### config.mk
export PLATFORM = sky130hd
export DESIGN_NAME = s1c88_core
export DESIGN_NICKNAME = d
export VERILOG_FILES = /design/src/hdl/cpu_pkg.sv /design/src/hdl/bus_pkg.sv /design/src/hdl/s1c88_core.sv /design/src/hdl/fetch_unit.sv /design/src/hdl/execute_unit.sv /design/src/hdl/decode_unit.sv /design/src/hdl/alu.sv
export SDC_FILE = /design/constraint.sdc
export NUM_CORES = 1
export LEC_CHECK = 0
export BUFFER_PORTS_ARGS = -buffer_cell sky130_fd_sc_hd__buf_2
export CAP_MARGIN = 20
export CORE_ASPECT_RATIO = 1.5
export CORE_MARGIN = 2
export CORE_UTILIZATION = 45
export CTS_CLUSTER_DIAMETER = 150
export CTS_CLUSTER_SIZE = 30
export DETAILED_ROUTE_END_ITERATION = 12
export GPL_ROUTABILITY_DRIVEN = 0
export PLACE_DENSITY = 0.65
export SLEW_MARGIN = 25
export SYNTH_ARGS = -nofsm -noshare
export SYNTH_HDL_FRONTEND = slang
export SYNTH_SLANG_ARGS = --single-unit
export TNS_END_PERCENT = 100
### constraint.sdc
create_clock -name clk -period 3.4 [get_ports clk]
set_input_delay 0.17 -clock clk [delete_from_list [all_inputs] [get_ports clk]]
set_output_delay 0.17 -clock clk [all_outputs]
set_load 0.01 [all_outputs]
### src/hdl/cpu_pkg.sv
`default_nettype none

package cpu_pkg;

    typedef logic [7:0]  byte_t;
    typedef logic [15:0] word_t;

    // opcode map of the kept subset, loosely following the S1C88 table
    localparam byte_t OP_NOP       = 8'hFF;
    localparam byte_t OP_LD_A_IMM  = 8'hB0;
    localparam byte_t OP_LD_B_IMM  = 8'hB1;
    localparam byte_t OP_ADD_A_IMM = 8'h02;
    localparam byte_t OP_SUB_A_IMM = 8'h12;
    localparam byte_t OP_AND_A_IMM = 8'h22;
    localparam byte_t OP_OR_A_IMM  = 8'h2A;
    localparam byte_t OP_ST_A_ABS  = 8'hBC;
    localparam byte_t OP_ST_B_ABS  = 8'hBD;
    localparam byte_t OP_JP_ABS    = 8'hF2;

    // number of immediate bytes that follow the opcode
    function automatic logic [1:0] operand_count(input byte_t opcode);
        logic [1:0] n;
        case (opcode)
            OP_LD_A_IMM, OP_LD_B_IMM, OP_ADD_A_IMM, OP_SUB_A_IMM,
            OP_AND_A_IMM, OP_OR_A_IMM:
                n = 2'd1;
            OP_ST_A_ABS, OP_ST_B_ABS, OP_JP_ABS:
                n = 2'd2;
            default:
                n = 2'd0;
        endcase
        return n;
    endfunction

    typedef enum logic [2:0] {
        ALU_PASS,
        ALU_ADD,
        ALU_SUB,
        ALU_AND,
        ALU_OR
    } alu_op_t;

    typedef struct packed {
        byte_t opcode;
        word_t imm;
    } instr_t;

    typedef struct packed {
        alu_op_t alu_op;
        logic    dest_a;
        logic    dest_b;
        logic    store;
        logic    store_src_b;
        logic    jump;
        word_t   imm;
    } ctrl_t;

endpackage

`default_nettype wire
### src/hdl/bus_pkg.sv
`default_nettype none

package bus_pkg;

    import cpu_pkg::*;

    // position inside a two clock bus cycle
    typedef enum logic [1:0] {
        PH_IDLE,
        PH_ADDR,
        PH_DATA
    } bus_phase_t;

    // what fetch has to do once an instruction has executed
    typedef enum logic [1:0] {
        RET_NEXT,
        RET_WRITE,
        RET_JUMP
    } retire_kind_t;

    typedef struct packed {
        retire_kind_t kind;
        word_t        addr;
        byte_t        data;
    } retire_t;

endpackage

`default_nettype wire

### src/hdl/s1c88_core.sv
`timescale 1ns/1ps
`default_nettype none

module s1c88_core
    import cpu_pkg::*, bus_pkg::*;
#(
    parameter word_t VECTOR_ADDR = 16'h0000
)
(
    input  wire logic  clk,
    input  wire logic  reset,
    input  wire byte_t data_in,
    output word_t      address_out,
    output byte_t      data_out,
    output logic       read,
    output logic       write,
    output logic       sync
);

    logic    instr_valid;
    instr_t  instr;
    logic    ctrl_valid;
    ctrl_t   ctrl;
    logic    retire_valid;
    retire_t retire;

    // fetch owns the bus, the other two stages only see strobes
    fetch_unit #(
        .VECTOR_ADDR (VECTOR_ADDR)
    ) fetch_inst (
        .clk          (clk),
        .reset        (reset),
        .data_in      (data_in),
        .retire_valid (retire_valid),
        .retire       (retire),
        .address_out  (address_out),
        .data_out     (data_out),
        .read         (read),
        .write        (write),
        .sync         (sync),
        .instr_valid  (instr_valid),
        .instr        (instr)
    );

    decode_unit decode_inst (
        .clk         (clk),
        .reset       (reset),
        .instr_valid (instr_valid),
        .instr       (instr),
        .ctrl_valid  (ctrl_valid),
        .ctrl        (ctrl)
    );

    execute_unit execute_inst (
        .clk          (clk),
        .reset        (reset),
        .ctrl_valid   (ctrl_valid),
        .ctrl         (ctrl),
        .retire_valid (retire_valid),
        .retire       (retire)
    );

endmodule

`default_nettype wire

### src/hdl/fetch_unit.sv
`timescale 1ns/1ps
`default_nettype none

module fetch_unit
    import cpu_pkg::*, bus_pkg::*;
#(
    parameter word_t VECTOR_ADDR = 16'h0000
)
(
    input  wire logic    clk,
    input  wire logic    reset,
    input  wire byte_t   data_in,
    input  wire logic    retire_valid,
    input  wire retire_t retire,
    output word_t        address_out,
    output byte_t        data_out,
    output logic         read,
    output logic         write,
    output logic         sync,
    output logic         instr_valid,
    output instr_t       instr
);

    typedef enum logic [2:0] {
        ST_RESET_WAIT,
        ST_VEC_LO,
        ST_VEC_HI,
        ST_OPCODE,
        ST_OPERAND,
        ST_ISSUE,
        ST_WAIT,
        ST_WRITE
    } fetch_state_t;

    fetch_state_t state;
    bus_phase_t   phase;
    logic         wait_cnt;
    logic         opnd_idx;
    logic [1:0]   operand_cnt;
    word_t        pc;

    assign read = (phase != PH_IDLE) &&
        (state inside {ST_VEC_LO, ST_VEC_HI, ST_OPCODE, ST_OPERAND});
    assign write = (phase != PH_IDLE) && (state == ST_WRITE);
    assign sync = (phase != PH_IDLE) && (state == ST_OPCODE);

    // the instruction is handed over for exactly one clock
    assign instr_valid = (state == ST_ISSUE);

    // every byte read lands on the edge that closes the data phase
    always_ff @(posedge clk)
    begin
        if (phase == PH_DATA)
        begin
            case (state)
                ST_VEC_LO:
                    pc[7:0] <= data_in;
                ST_VEC_HI:
                    pc[15:8] <= data_in;
                ST_OPCODE:
                begin
                    instr.opcode <= data_in;
                    instr.imm <= '0;
                    operand_cnt <= operand_count(data_in);
                    pc <= pc + 16'd1;
                end
                ST_OPERAND:
                begin
                    if (opnd_idx)
                        instr.imm[15:8] <= data_in;
                    else
                        instr.imm[7:0] <= data_in;
                    pc <= pc + 16'd1;
                end
                default:
                    pc <= pc;
            endcase
        end
        if (state == ST_WAIT && retire_valid)
        begin
            if (retire.kind == RET_JUMP)
                pc <= retire.addr;
            if (retire.kind == RET_WRITE)
                data_out <= retire.data;
        end
    end

    always_ff @(posedge clk, posedge reset)
    begin
        if (reset)
        begin
            state <= ST_RESET_WAIT;
            phase <= PH_IDLE;
            wait_cnt <= 1'b0;
            opnd_idx <= 1'b0;
            address_out <= '0;
        end
        else if (phase == PH_ADDR)
        begin
            phase <= PH_DATA;
        end
        else
        begin
            case (state)
                ST_RESET_WAIT:
                begin
                    wait_cnt <= 1'b1;
                    if (wait_cnt)
                    begin
                        state <= ST_VEC_LO;
                        phase <= PH_ADDR;
                        address_out <= VECTOR_ADDR;
                    end
                end
                ST_VEC_LO:
                begin
                    state <= ST_VEC_HI;
                    phase <= PH_ADDR;
                    address_out <= VECTOR_ADDR + 16'd1;
                end
                ST_VEC_HI:
                begin
                    // the high byte is still on data_in, so jump straight to it
                    state <= ST_OPCODE;
                    phase <= PH_ADDR;
                    address_out <= {data_in, pc[7:0]};
                end
                ST_OPCODE:
                begin
                    opnd_idx <= 1'b0;
                    if (operand_count(data_in) == 2'd0)
                    begin
                        state <= ST_ISSUE;
                        phase <= PH_IDLE;
                    end
                    else
                    begin
                        state <= ST_OPERAND;
                        phase <= PH_ADDR;
                        address_out <= pc + 16'd1;
                    end
                end
                ST_OPERAND:
                begin
                    if ({1'b0, opnd_idx} + 2'd1 == operand_cnt)
                    begin
                        state <= ST_ISSUE;
                        phase <= PH_IDLE;
                    end
                    else
                    begin
                        opnd_idx <= 1'b1;
                        phase <= PH_ADDR;
                        address_out <= pc + 16'd1;
                    end
                end
                ST_ISSUE:
                    state <= ST_WAIT;
                ST_WAIT:
                begin
                    if (retire_valid)
                    begin
                        phase <= PH_ADDR;
                        case (retire.kind)
                            RET_WRITE:
                            begin
                                state <= ST_WRITE;
                                address_out <= retire.addr;
                            end
                            RET_JUMP:
                            begin
                                state <= ST_OPCODE;
                                address_out <= retire.addr;
                            end
                            default:
                            begin
                                state <= ST_OPCODE;
                                address_out <= pc;
                            end
                        endcase
                    end
                end
                ST_WRITE:
                begin
                    state <= ST_OPCODE;
                    phase <= PH_ADDR;
                    address_out <= pc;
                end
                default:
                    state <= ST_RESET_WAIT;
            endcase
        end
    end

endmodule

`default_nettype wire

### src/hdl/execute_unit.sv
`timescale 1ns/1ps
`default_nettype none

module execute_unit
    import cpu_pkg::*, bus_pkg::*;
(
    input  wire logic  clk,
    input  wire logic  reset,
    input  wire logic  ctrl_valid,
    input  wire ctrl_t ctrl,
    output logic       retire_valid,
    output retire_t    retire
);

    byte_t reg_a;
    byte_t reg_b;
    byte_t alu_r;

    // immediates are always the second ALU operand
    alu alu_inst
    (
        .op (ctrl.alu_op),
        .a  (reg_a),
        .b  (ctrl.imm[7:0]),
        .r  (alu_r)
    );

    always_ff @(posedge clk, posedge reset)
    begin
        if (reset)
        begin
            reg_a <= '0;
            reg_b <= '0;
        end
        else if (ctrl_valid)
        begin
            if (ctrl.dest_a)
                reg_a <= alu_r;
            if (ctrl.dest_b)
                reg_b <= alu_r;
        end
    end

    always_ff @(posedge clk, posedge reset)
    begin
        if (reset)
            retire_valid <= 1'b0;
        else
            retire_valid <= ctrl_valid;
    end

    // the store reads the registers before any update, stores never write them
    always_ff @(posedge clk)
    begin
        if (ctrl_valid)
        begin
            retire.addr <= ctrl.imm;
            retire.data <= ctrl.store_src_b ? reg_b : reg_a;
            if (ctrl.store)
                retire.kind <= RET_WRITE;
            else if (ctrl.jump)
                retire.kind <= RET_JUMP;
            else
                retire.kind <= RET_NEXT;
        end
    end

endmodule

`default_nettype wire

### src/hdl/decode_unit.sv
`timescale 1ns/1ps
`default_nettype none

module decode_unit
    import cpu_pkg::*;
(
    input  wire logic   clk,
    input  wire logic   reset,
    input  wire logic   instr_valid,
    input  wire instr_t instr,
    output logic        ctrl_valid,
    output ctrl_t       ctrl
);

    ctrl_t ctrl_next;

    // opcode table, anything unknown falls through as a NOP
    always_comb
    begin
        ctrl_next = '0;
        ctrl_next.alu_op = ALU_PASS;
        ctrl_next.imm = instr.imm;
        case (instr.opcode)
            OP_LD_A_IMM:
                ctrl_next.dest_a = 1'b1;
            OP_LD_B_IMM:
                ctrl_next.dest_b = 1'b1;
            OP_ADD_A_IMM:
            begin
                ctrl_next.alu_op = ALU_ADD;
                ctrl_next.dest_a = 1'b1;
            end
            OP_SUB_A_IMM:
            begin
                ctrl_next.alu_op = ALU_SUB;
                ctrl_next.dest_a = 1'b1;
            end
            OP_AND_A_IMM:
            begin
                ctrl_next.alu_op = ALU_AND;
                ctrl_next.dest_a = 1'b1;
            end
            OP_OR_A_IMM:
            begin
                ctrl_next.alu_op = ALU_OR;
                ctrl_next.dest_a = 1'b1;
            end
            OP_ST_A_ABS:
                ctrl_next.store = 1'b1;
            OP_ST_B_ABS:
            begin
                ctrl_next.store = 1'b1;
                ctrl_next.store_src_b = 1'b1;
            end
            OP_JP_ABS:
                ctrl_next.jump = 1'b1;
            default:
                ctrl_next.jump = 1'b0;
        endcase
    end

    always_ff @(posedge clk)
    begin
        if (instr_valid)
            ctrl <= ctrl_next;
    end

    always_ff @(posedge clk, posedge reset)
    begin
        if (reset)
            ctrl_valid <= 1'b0;
        else
            ctrl_valid <= instr_valid;
    end

endmodule

`default_nettype wire

### src/hdl/alu.sv
`timescale 1ns/1ps
`default_nettype none

module alu
    import cpu_pkg::*;
(
    input  wire alu_op_t op,
    input  wire byte_t   a,
    input  wire byte_t   b,
    output byte_t        r
);

    // all arithmetic wraps at 8 bits, no flags are kept
    always_comb
    begin
        case (op)
            ALU_ADD:
                r = a + b;
            ALU_SUB:
                r = a - b;
            ALU_AND:
                r = a & b;
            ALU_OR:
                r = a | b;
            default:
                r = b;
        endcase
    end

endmodule

`default_nettype wire

* Word-level counts from Yosys, hierarchy flattened *
Index checks and enable logic that the tools add are counted.

word-level totals
  bits in read-only memories = 0
  memories kept = 0
  bits of input ports = 10
  word-level logic and storage cells = 145
  bits in registers = 141
  bits in latches = 0
  bits in writable memories = 0
  output and inout bits = 27

operators by class
  bitwise operators = 3
  mux-type cells = 40
  equality and inequality tests = 43
  div/mod/pow operators = 0
  order comparisons = 0
  add/subtract/negate cells = 4
  reduce and logical (&&, ||, !) cells = 30
  shift-type cells = 0
  multiply operators = 0

operators with widths
  operator                                              count
  2-to-1 mux 16 bit                                     8
  case mux 16 bit (7 select lines)                      1
  equality test 8 bit (second input constant)           10
  equality test 8 x 6 -> 1 bit (second input constant)  4
  case mux 16 bit (2 select lines)                      1
  case mux 8 bit (2 select lines)                       2
  case mux 8 bit (4 select lines)                       1
  2-to-1 mux 8 bit                                      3
  case mux 3 bit (7 select lines)                       1
  adder 16 x 1 -> 16 bit (second input constant)        1
  equality test 8 x 2 -> 1 bit (second input constant)  2
  equality test 8 x 5 -> 1 bit (second input constant)  2
  equality test 3 bit (second input constant)           5
  equality test 3 x 2 -> 1 bit (second input constant)  4
  2-to-1 mux 2 bit                                      6
  2-to-1 mux 3 bit                                      4
  case mux 3 bit (4 select lines)                       1
  AND reduction 3 bit                                   4
  case mux 2 bit (5 select lines)                       1
  AND reduction 2 bit                                   5
  2-to-1 mux 1 bit                                      9
  adder 8 bit                                           1
  AND 8 bit                                             1
  != test 2 bit (second input constant)                 4
  other kinds (26)                                      39

* Longest topological paths before layout *
Gate-level depths: netlist (run 1).

  depth in word-level cells = 9
  mapped depth = 12
  depth with buffers taken out = 12

* Cells and area by module *
Synthesis (run 1) repeated with hierarchy kept, for this count alone.

second synthesis, totals
  cell total of the unflattened synthesis = 635
  area total of the unflattened synthesis = 7,231.9 µm²

modules (own cells, without submodules)
  module        cells an instance  times used  area an instance (µm²)  seq. area each (µm²)
  fetch_unit    401                1           4,057.6                 1,916.8
  execute_unit  72                 1           1,503.9                 1,206.2
  decode_unit   48                 1           887.1                   745.7
  alu           114                1           783.3                   0.0

* Least setup slack after synthesis (run 1) *
No wires, ideal clock.

  path kind = flip-flop to flip-flop
  from = reg fetch_inst.state[2]
  to = reg fetch_inst.address_out[0]
  clock period less this slack = 2,625 ps
  stages on the path, launching flop included = 8
  path buffers = 2
  required time = 3,275 ps
  arrival = 2,500 ps
  slack = 775 ps
  setup time = 125 ps
  cell sequence = dfrtp_1 > buf_4 > nand2_1 > nor2_1 > nor2_4 > o2111ai_4 > buf_6 > mux2_4

on the way
  word-level cells in the longest chain between the ends = 3
  elaborated cells between the ends (all ways) = 14
  those cells by class = eq/ne (10); mux (1); reduce/logical (3)

ends and longest elaborated chain
  item                                                         RTL line           text
  from (decl)                                                  fetch_unit.sv:35   fetch_state_t state;
  from (signal assigned)                                       fetch_unit.sv:92   state <= ST_RESET_WAIT;
  from (signal assigned)                                       fetch_unit.sv:110  state <= ST_VEC_LO;
  from (signal assigned)                                       fetch_unit.sv:117  state <= ST_VEC_HI;
  equality test 3 bit (tied with other cells)                  fetch_unit.sv:104  case (state)
  nonzero test 7 bit (no source line) (tied with other cells)  -
  AND reduction 6 bit (no source line)                         -
  to (signal assigned)                                         fetch_unit.sv:119  address_out <= VECTOR_ADDR + 16'd1;
  to (signal assigned)                                         fetch_unit.sv:126  address_out <= {data_in, pc[7:0]};
  to (signal assigned)                                         fetch_unit.sv:140  address_out <= pc + 16'd1;
  to (decl)                                                    fetch_unit.sv:15   output word_t address_out,

Parallel ways exist; a longest one is shown, timed or not.
A chain may end at the register's enable or synchronous reset.

* Final worst setup path (run 1) *
  from = reg decode_inst.ctrl[0] (netlist name)
  to = reg execute_inst.reg_a[7]

on the way
  word-level cells in the longest chain between the ends = 2
  elaborated cells between the ends (all ways) = 3
  those cells by class = add/sub (2); mux (1)

ends and longest elaborated chain
  item                                             RTL line              text
  subtractor 8 bit or adder 8 bit (tied branches)  alu.sv:20, alu.sv:18
  case mux 8 bit (4 select lines) (*)              alu.sv:16             case (op)
  to (signal assigned)                             execute_unit.sv:38    reg_a <= alu_r;
  to (decl)                                        execute_unit.sv:15    byte_t reg_a;

Every way passes the cells marked *; elsewhere a longest branch is shown, timed or not.

==> summary.md, run 1 <==
| Metric | Value |
|---|---|
| Critical path's top delay family | `compound AO/OA/AOI/OAI gates` |
| Register-to-register setup slack | `0.50 ns` |
| Crit-path max cell delay | `around 0.48 ns` |
| Wirelength, routed | `17.5 mm` |
| Mux cell area share after synthesis | `0.0492` |
| Layout overhead on the synthesized area | `13.2%` |
| Core footprint | `15600 µm²` |
| CP startpoint kind | `register` |
| Hold crit path type | `input port to register` |
| Root buffer cell | `clkbuf_16` |
| Fin crit share | `0.852` |
| Peak Freq | `between 0.3 and 0.4 GHz` |
| Sequential-to-total area share from yosys stat | `0.542` |
| Skew-Pair Late Insertion Delay | `0.42 ns` |
| Worst r2r path cells | `12` |
| DRC errors left | `0` |
| Worst setup path class | `register to register` |
| Antenna Nets Post-Route | `0` |
| Clock slew at reported path FFs | `around 0.060 ns` |
| Min cycle time layout | `about 2.9 ns` |
| Buf/Inv on CP | `1` |
| Cell row count | `56` |
| H-tree depth | `4` |
| Maximum VDD drop | `0.457 mV` |
| HPWL Detailed | `12.4 mm` |
| Vias in the first global route | `5265` |
| Inserted Clock Buffers | `17` |
| Fin nets | `714` |
| Leakage power total | `3.10 nW` |
| Largest net degree at the start of global routing | `42` |
| Worst R2R Start | `decode_inst.ctrl[0]$_DFFE_PP_` |
| Die width | `~110 µm` |
| CTS tree | `built` |
| RSZ-0062 raised after global routing | `false` |
| Setup crit end kind | `register` |
| PwrDens | `973 nW/µm²` |
| Simple-gate share of the synthesized area | `0.154` |
| XOR/XNOR Fraction of Synth Area | `0.0258` |
| Initial Util | `0.459` |
| Clk sinks | `141` |
| # setup viols final | `0` |
| Final Hold Fails | `0` |
| Grt ovf | `0` |
| Syn Nets | `688` |
| Largest family of logic cells by synthesized area | `compound AO/OA/AOI/OAI gates` |
| Flop and latch count out of synthesis | `~140` |
| Post-CTS sizing | `0` |
| First drt pass iteration count | `6` |
| Synth Area in Compound Gates | `0.163` |
| Setup ws final | `0.503 ns` |
| Post-synthesis adder-cell area fraction | `0.0256` |
| Port buffer count | `36` |
| Fill count | `1405` |
| Non-Filler Instances | `906` |
| Cell variety after synth | `70` |
| Post-synth top flop | `edfxtp_1` |
| Worst-case clock buffer depth | `2` |
| Reg2reg end | `execute_inst.reg_a[7]$_DFFE_PP0P_` |
| Initial antenna violation count | `0` |
| WL per Instance | `19.3 µm` |
| Hold endpoint | `fetch_inst.instr[16]$_DFFE_PP_` |
| Boundary pin count | `37` |
| GR Util All Layers | `0.214` |
| Commonest non-fill, non-tap cell in the layout | `edfxtp_1` |
| Pre-CTS WS | `0.557 ns` |
| EDFF count, synth | `84` |
| Largest fanout on the critical path | `6` |
| Worst slew margin | `0.496` |
| Cells after Synth | `664` |
| Die H | `158 µm` |
| Hold_sp | `data_in[0]` |
| Placed Instances | `873` |
| Iteration-0 DRC Markers | `approximately 380` |
| Vias per cell | `around 5.9` |
| Slew Viols, Final | `0` |
| Vias | `approximately 5400` |
| Antenna diodes | `0` |
| CP max-delay cell | `edfxtp_1` |
| Layout cell share with drive strength beyond 1 | `0.168` |
| Average size of a mapped cell | `between 10 and 15 µm²` |
| Most frequent cells in the layout | `edfxtp_1, nor2_1, nand2_1, a21oi_1, dfrtp_1` |
| Die ar. | `16900 µm²` |
| Worst hold path depth | `1` |
| Crit path DAT | `approximately 3.1 ns` |
| Maximum capacitance violations | `0` |
| Req. time, crit path | `~3.6 ns` |
| First-pass GRT wire length | `around 28 mm` |
| CP Cell Sequence | `inv_1 > ha_1 > nor3b_1 > nor2_1 > xnor2_1 > ha_1 > o211a_1 > o21ai_0 > a32oi_1 > xnor2_1 > a221oi_2 > a31oi_1` |
| Status | `finished, final reports clean` |
| Synth warn | `0` |
| Clock skew | `0.0150 ns` |
| Setup TNS Final | `0 ns` |
| Tightest Pin Transition | `0.756 ns` |
| Post-synthesis instance area | `7140 µm²` |
| Asr flop ratio synth | `0.291` |
[worst reg2reg max path, cell delays in order (launching register included)]
cell and delay, ns:
edfxtp_1 0.48, inv_1 0.17, ha_1 0.19, nor3b_1 0.25
nor2_1 0.09, xnor2_1 0.14, ha_1 0.36, o211a_1 0.16
o21ai_0 0.13, a32oi_1 0.23, xnor2_1 0.11, a221oi_2 0.30
a31oi_1 0.12
[timing repair]
item | CTS | global route
endpoints found under the hold margin | 41 | 0
endpoints found under the setup margin | 0 | 0
buffers inserted | 0 | 0
hold buffers | 1 | 0
[worst max-delay path by stage]
stage | end | start | depth (start not counted) | slack (ns)
after CTS | execute_inst.reg_a[7]$_DFFE_PP0P_ | decode_inst.ctrl[0]$_DFFE_PP_ | 12 | 0.54
after global routing | execute_inst.reg_a[5]$_DFFE_PP0P_ | decode_inst.ctrl[0]$_DFFE_PP_ | 12 | 0.26
after detailed placement | execute_inst.reg_a[7]$_DFFE_PP0P_ | decode_inst.ctrl[21]$_DFFE_PP_ | 10 | 0.56
after floorplan | fetch_inst.address_out[0]$_DFFE_PP0P_ | fetch_inst.state[2]$_DFFE_PP0P_ | 7 | 0.78
after global placement | execute_inst.reg_a[7]$_DFFE_PP0P_ | decode_inst.ctrl[21]$_DFFE_PP_ | 10 | 0.62
final | execute_inst.reg_a[7]$_DFFE_PP0P_ | decode_inst.ctrl[0]$_DFFE_PP_ | 12 | 0.50
[flip-flops by register name, indices dropped and copies added (netlist names), 2 cells and up]
name / flops
fetch_inst.phase: 2
fetch_inst.operand_cnt: 2
fetch_inst.data_out: 8
execute_inst.reg_b: 8
fetch_inst.address_out: 16
decode_inst.ctrl: 24
fetch_inst.instr: 24
execute_inst.retire: 26
fetch_inst.pc: 16
fetch_inst.state: 3
execute_inst.reg_a: 8
[synthesized netlist by cell type (6+ instances only)]
cell,n,area [µm²]
a22oi_1,11,82.6
a221oi_1,6,52.6
nor2_1,60,225
mux2_2,17,191
ha_1,13,163
buf_2,14,70.1
o21ai_1,7,35.0
xor2_1,6,52.6
nor3_1,21,105
nand3_1,26,130
a22o_1,8,70.1
edfxtp_1,84,2520
dfrtp_1,41,1030
o21ai_0,30,150
xnor2_1,15,131
and3_1,14,87.6
a221o_1,6,60.1
nor2b_1,9,56.3
inv_1,18,67.6
dfxtp_1,16,320
clkbuf_1,24,90.1
a31oi_1,15,93.8
nand2_1,53,199
nand2b_1,14,87.6
a21oi_1,45,225
mux2_4,8,120
[metal layers]
metal | vias to the layer above | wire length, µm | part of all wire | track usage
met5 | - | 0 | 0 | 0
met4 | 0 | 758 | 0.043 | 0.114
met3 | 39 | 656 | 0.037 | 0.0319
met2 | 188 | 9130 | 0.52 | 0.375
met1 | 2602 | 6960 | 0.40 | 0.251
li1 | 2534 | - | - | -
[cells by family after synthesis]
family	count (synthesis)
flip-flops	141
XOR/XNOR	21
AO/OA/AOI/OAI	171
adder cells (fa/ha/maj)	14
multiplexers	29
AND/OR/NAND/NOR	224
buffers and inverters	64
[where the power goes]
| part | leakage [nW] | switching [mW] | internal [mW] |
|---|---|---|---|
| logic | 1.41 | 1.68 | 1.38 |
| clock network | 0.283 | 0.783 | 1.11 |
| registers | 1.41 | 0.510 | 2.40 |
[metrics by stage]
step            util  total power [mW]  cell area, µm²  hold WS, ns
2_1_floorplan      -              5.22            7140        0.269
3_3_place_gp   0.480              5.85            7470        0.339
3_5_place_dp   0.480              5.96            7470        0.359
4_1_cts        0.520              7.87            8080       0.0624
5_1_grt        0.520              8.33            8080       0.0618
6_report       0.520              7.86            8080       0.0762
[area by class of cell]
| cell class | count | area (µm²) | area share |
|---|---|---|---|
| Clock buffer | 17 | 425 | 0.0526 |
| Multi-Input combinational cell | 459 | 2980 | 0.369 |
| Clock inverter | 15 | 179 | 0.0221 |
| Inverter | 20 | 75.1 | 0.00929 |
| Sequential cell | 141 | 3870 | 0.479 |
| Timing Repair Buffer | 51 | 295 | 0.0365 |
| Tap cell | 203 | 254 | 0.0314 |
Note: power is estimated with default switching activity, not from simulation.
==> run 2: changes to the inputs <==
--- a/config.mk
+++ b/config.mk
@@ -5,7 +5,7 @@
 export SDC_FILE = /design/constraint.sdc
 export NUM_CORES = 1
 export LEC_CHECK = 0
-export BUFFER_PORTS_ARGS = -buffer_cell sky130_fd_sc_hd__buf_2
+export BUFFER_PORTS_ARGS = -buffer_cell sky130_fd_sc_hd__buf_4
 export CAP_MARGIN = 20
 export CORE_ASPECT_RATIO = 1.5
 export CORE_MARGIN = 2
@@ -14,7 +14,7 @@
 export CTS_CLUSTER_SIZE = 30
 export DETAILED_ROUTE_END_ITERATION = 12
 export GPL_ROUTABILITY_DRIVEN = 0
-export PLACE_DENSITY = 0.65
+export GPL_TIMING_DRIVEN = 0
 export SLEW_MARGIN = 25
 export SYNTH_ARGS = -nofsm -noshare
 export SYNTH_HDL_FRONTEND = slang
==> run 2 against run 1 <==
- critical path depth down 2
- core utilization grew 2.5 points
- worst hold slack worse by 0.049 ns
- sequential cell count unchanged
- register-to-register slack got worse by 0.27 ns
- global-route usage grew 2.2 points
- die area unchanged
- clock power increased by 15%
==> summary.md, run 2 (same netlist as run 1, synthesis figures left out) <==
| Metric | Value |
|---|---|
| Status | `finished, final reports clean` |
| Root buffer cell | `clkbuf_16` |
| Max reg flops | `26` |
| Setup TNS Final | `0 ns` |
| CTS tree | `built` |
| Cell mode on critical path | `o21ai_0` |
| Die width | `107 µm` |
| Min cycle time layout | `3.17 ns` |
| Port buffer count | `36` |
| Cell row count | `56` |
| Die ar. | `16900 µm²` |
| # setup viols final | `0` |
| Clock skew | `~0.0089 ns` |
| Skew-Pair Late Insertion Delay | `~0.43 ns` |
| Leakage power total | `3.25 nW` |
| Vias | `5555` |
| Clock slew at reported path FFs | `around 0.06 ns` |
| Most frequent cells in the layout | `edfxtp_1, nor2_1, nand2_1, a21oi_1, dfrtp_1` |
| Worst R2R Start | `decode_inst.ctrl[21]$_DFFE_PP_` |
| Wirelength, routed | `roughly 19 mm` |
| Buf/Inv on CP | `1` |
| Hold crit path type | `input port to register` |
| Tightest Pin Transition | `0.851 ns` |
| Req. time, crit path | `approximately 3.7 ns` |
| Critical Path Source | `decode_inst.ctrl[21]$_DFFE_PP_` |
| Layout cell share with drive strength beyond 1 | `0.169` |
| Worst-case clock buffer depth | `2` |
| Worst setup path class | `register to register` |
| Iteration-0 DRC Markers | `just under 500` |
| Inserted Clock Buffers | `17` |
| Antenna Nets Post-Route | `0` |
| CP max-delay cell | `a222oi_1` |
| Pwr Total | `8.45 mW` |
| PwrDens | `997 nW/µm²` |
| GR Util All Layers | `0.236` |
| Worst slew margin | `0.431` |
| Clk sinks | `141` |
| Regs by FF count | `execute_inst.retire (26), decode_inst.ctrl (24), fetch_inst.instr (24)` |
| Crit path DAT | `3.45 ns` |
| Maximum VDD drop | `just over 0.7 mV` |
| Post-CTS sizing | `0` |
| Commonest non-fill, non-tap cell in the layout | `edfxtp_1` |
| Grt ovf | `0` |
| Largest Register | `execute_inst.retire` |
| First-pass GRT wire length | `slightly below 30 mm` |
| DRC errors left | `0` |
| Register-to-register setup slack | `~0.23 ns` |
| Hold_sp | `data_in[7]` |
| Initial Util | `0.459` |
| CP Cell Sequence | `nor3b_4 > mux2_2 > inv_1 > ha_1 > nor2b_1 > o21ai_0 > nand2_1 > xor2_1 > a222oi_1 > o21ai_0` |
| Fin crit share | `0.933` |
| Final Hold Fails | `0` |
| Pre-CTS WS | `0.277 ns` |
| Fin nets | `~750` |
| Peak Freq | `~0.32 GHz` |
| Maximum capacitance violations | `0` |
| Setup ws final | `0.229 ns` |
| Final core utilization | `0.545` |
| H-tree depth | `4` |
| Setup crit end kind | `register` |
| Worst r2r path cells | `10` |
| Boundary pin count | `37` |
| RSZ-0062 raised after global routing | `false` |
| Vias in the first global route | `roughly 5500` |
| First drt pass iteration count | `5` |
| WL per Instance | `approximately 20 µm` |
| HPWL Detailed | `13.9 mm` |
| CP startpoint kind | `register` |
| Worst path depth | `10` |
| Core footprint | `15600 µm²` |
| Antenna diodes | `0` |
| Vias per cell | `5.90` |
| Crit-path max cell delay | `0.55 ns` |
| Worst hold path depth | `1` |
| Slew Viols, Final | `0` |
| Initial antenna violation count | `0` |
| Largest fanout on the critical path | `8` |
| Critical path's top delay family | `compound AO/OA/AOI/OAI gates` |
| Die H | `158 µm` |
| Largest net degree at the start of global routing | `35` |
| Layout overhead on the synthesized area | `18.6%` |
## run 2: path summary, 6_finish.rpt
kind / end
worst min-delay path: fetch_inst.instr[23]$_DFFE_PP_
max in group asynchronous: decode_inst.ctrl_valid$_DFF_PP0_
worst min register to register: execute_inst.retire[20]$_DFFE_PP_
min in group asynchronous: fetch_inst.address_out[9]$_DFFE_PP0P_
worst max-delay path: execute_inst.reg_b[5]$_DFFE_PP0P_
worst max register to register: execute_inst.reg_b[5]$_DFFE_PP0P_
## run 2: layout make-up
| class | instances | area, µm² |
|---|---|---|
| clock inverter | 14 | 264 |
| timing repair buffer | 44 | 378 |
| sequential | 141 | 3870 |
| inverter | 20 | 75.1 |
| clock buffer | 17 | 425 |
| tap | 203 | 254 |
| buffer | 44 | 216 |
| fill | 1339 | 7080 |
| multi-input combinational | 459 | 2990 |
## run 2: layer usage
metal | track usage | share of wire | up-vias
met5 | 0 | 0 | -
met4 | 0.166 | 0.061 | 0
met3 | 0.0458 | 0.044 | 66
met2 | 0.403 | 0.51 | 227
met1 | 0.263 | 0.39 | 2663
li1 | - | - | 2599
## run 2: repair_timing
action | in CTS | in global routing
hold buffers | 6 | 0
hold endpoints to repair | 20 | 0
buffers inserted | 0 | 0
## run 2: power breakdown
part           leakage, nW  internal [mW]  total (mW)  switching, mW
combinational         1.52           1.53        3.43           1.90
sequential            1.41           2.41        2.85          0.437
clock                0.328           1.45        2.18          0.727
## run 2: metrics by stage
stage / std cells / hold slack [ns] / cell area (µm²)
global placement: 903 / 0.359 / 7670
detailed placement: 905 / 0.183 / 7720
finish: 942 / 0.0274 / 8470
global route: 942 / 0.00741 / 8470
CTS: 942 / 0.00211 / 8470
floorplan: 664 / 0.269 / 7140
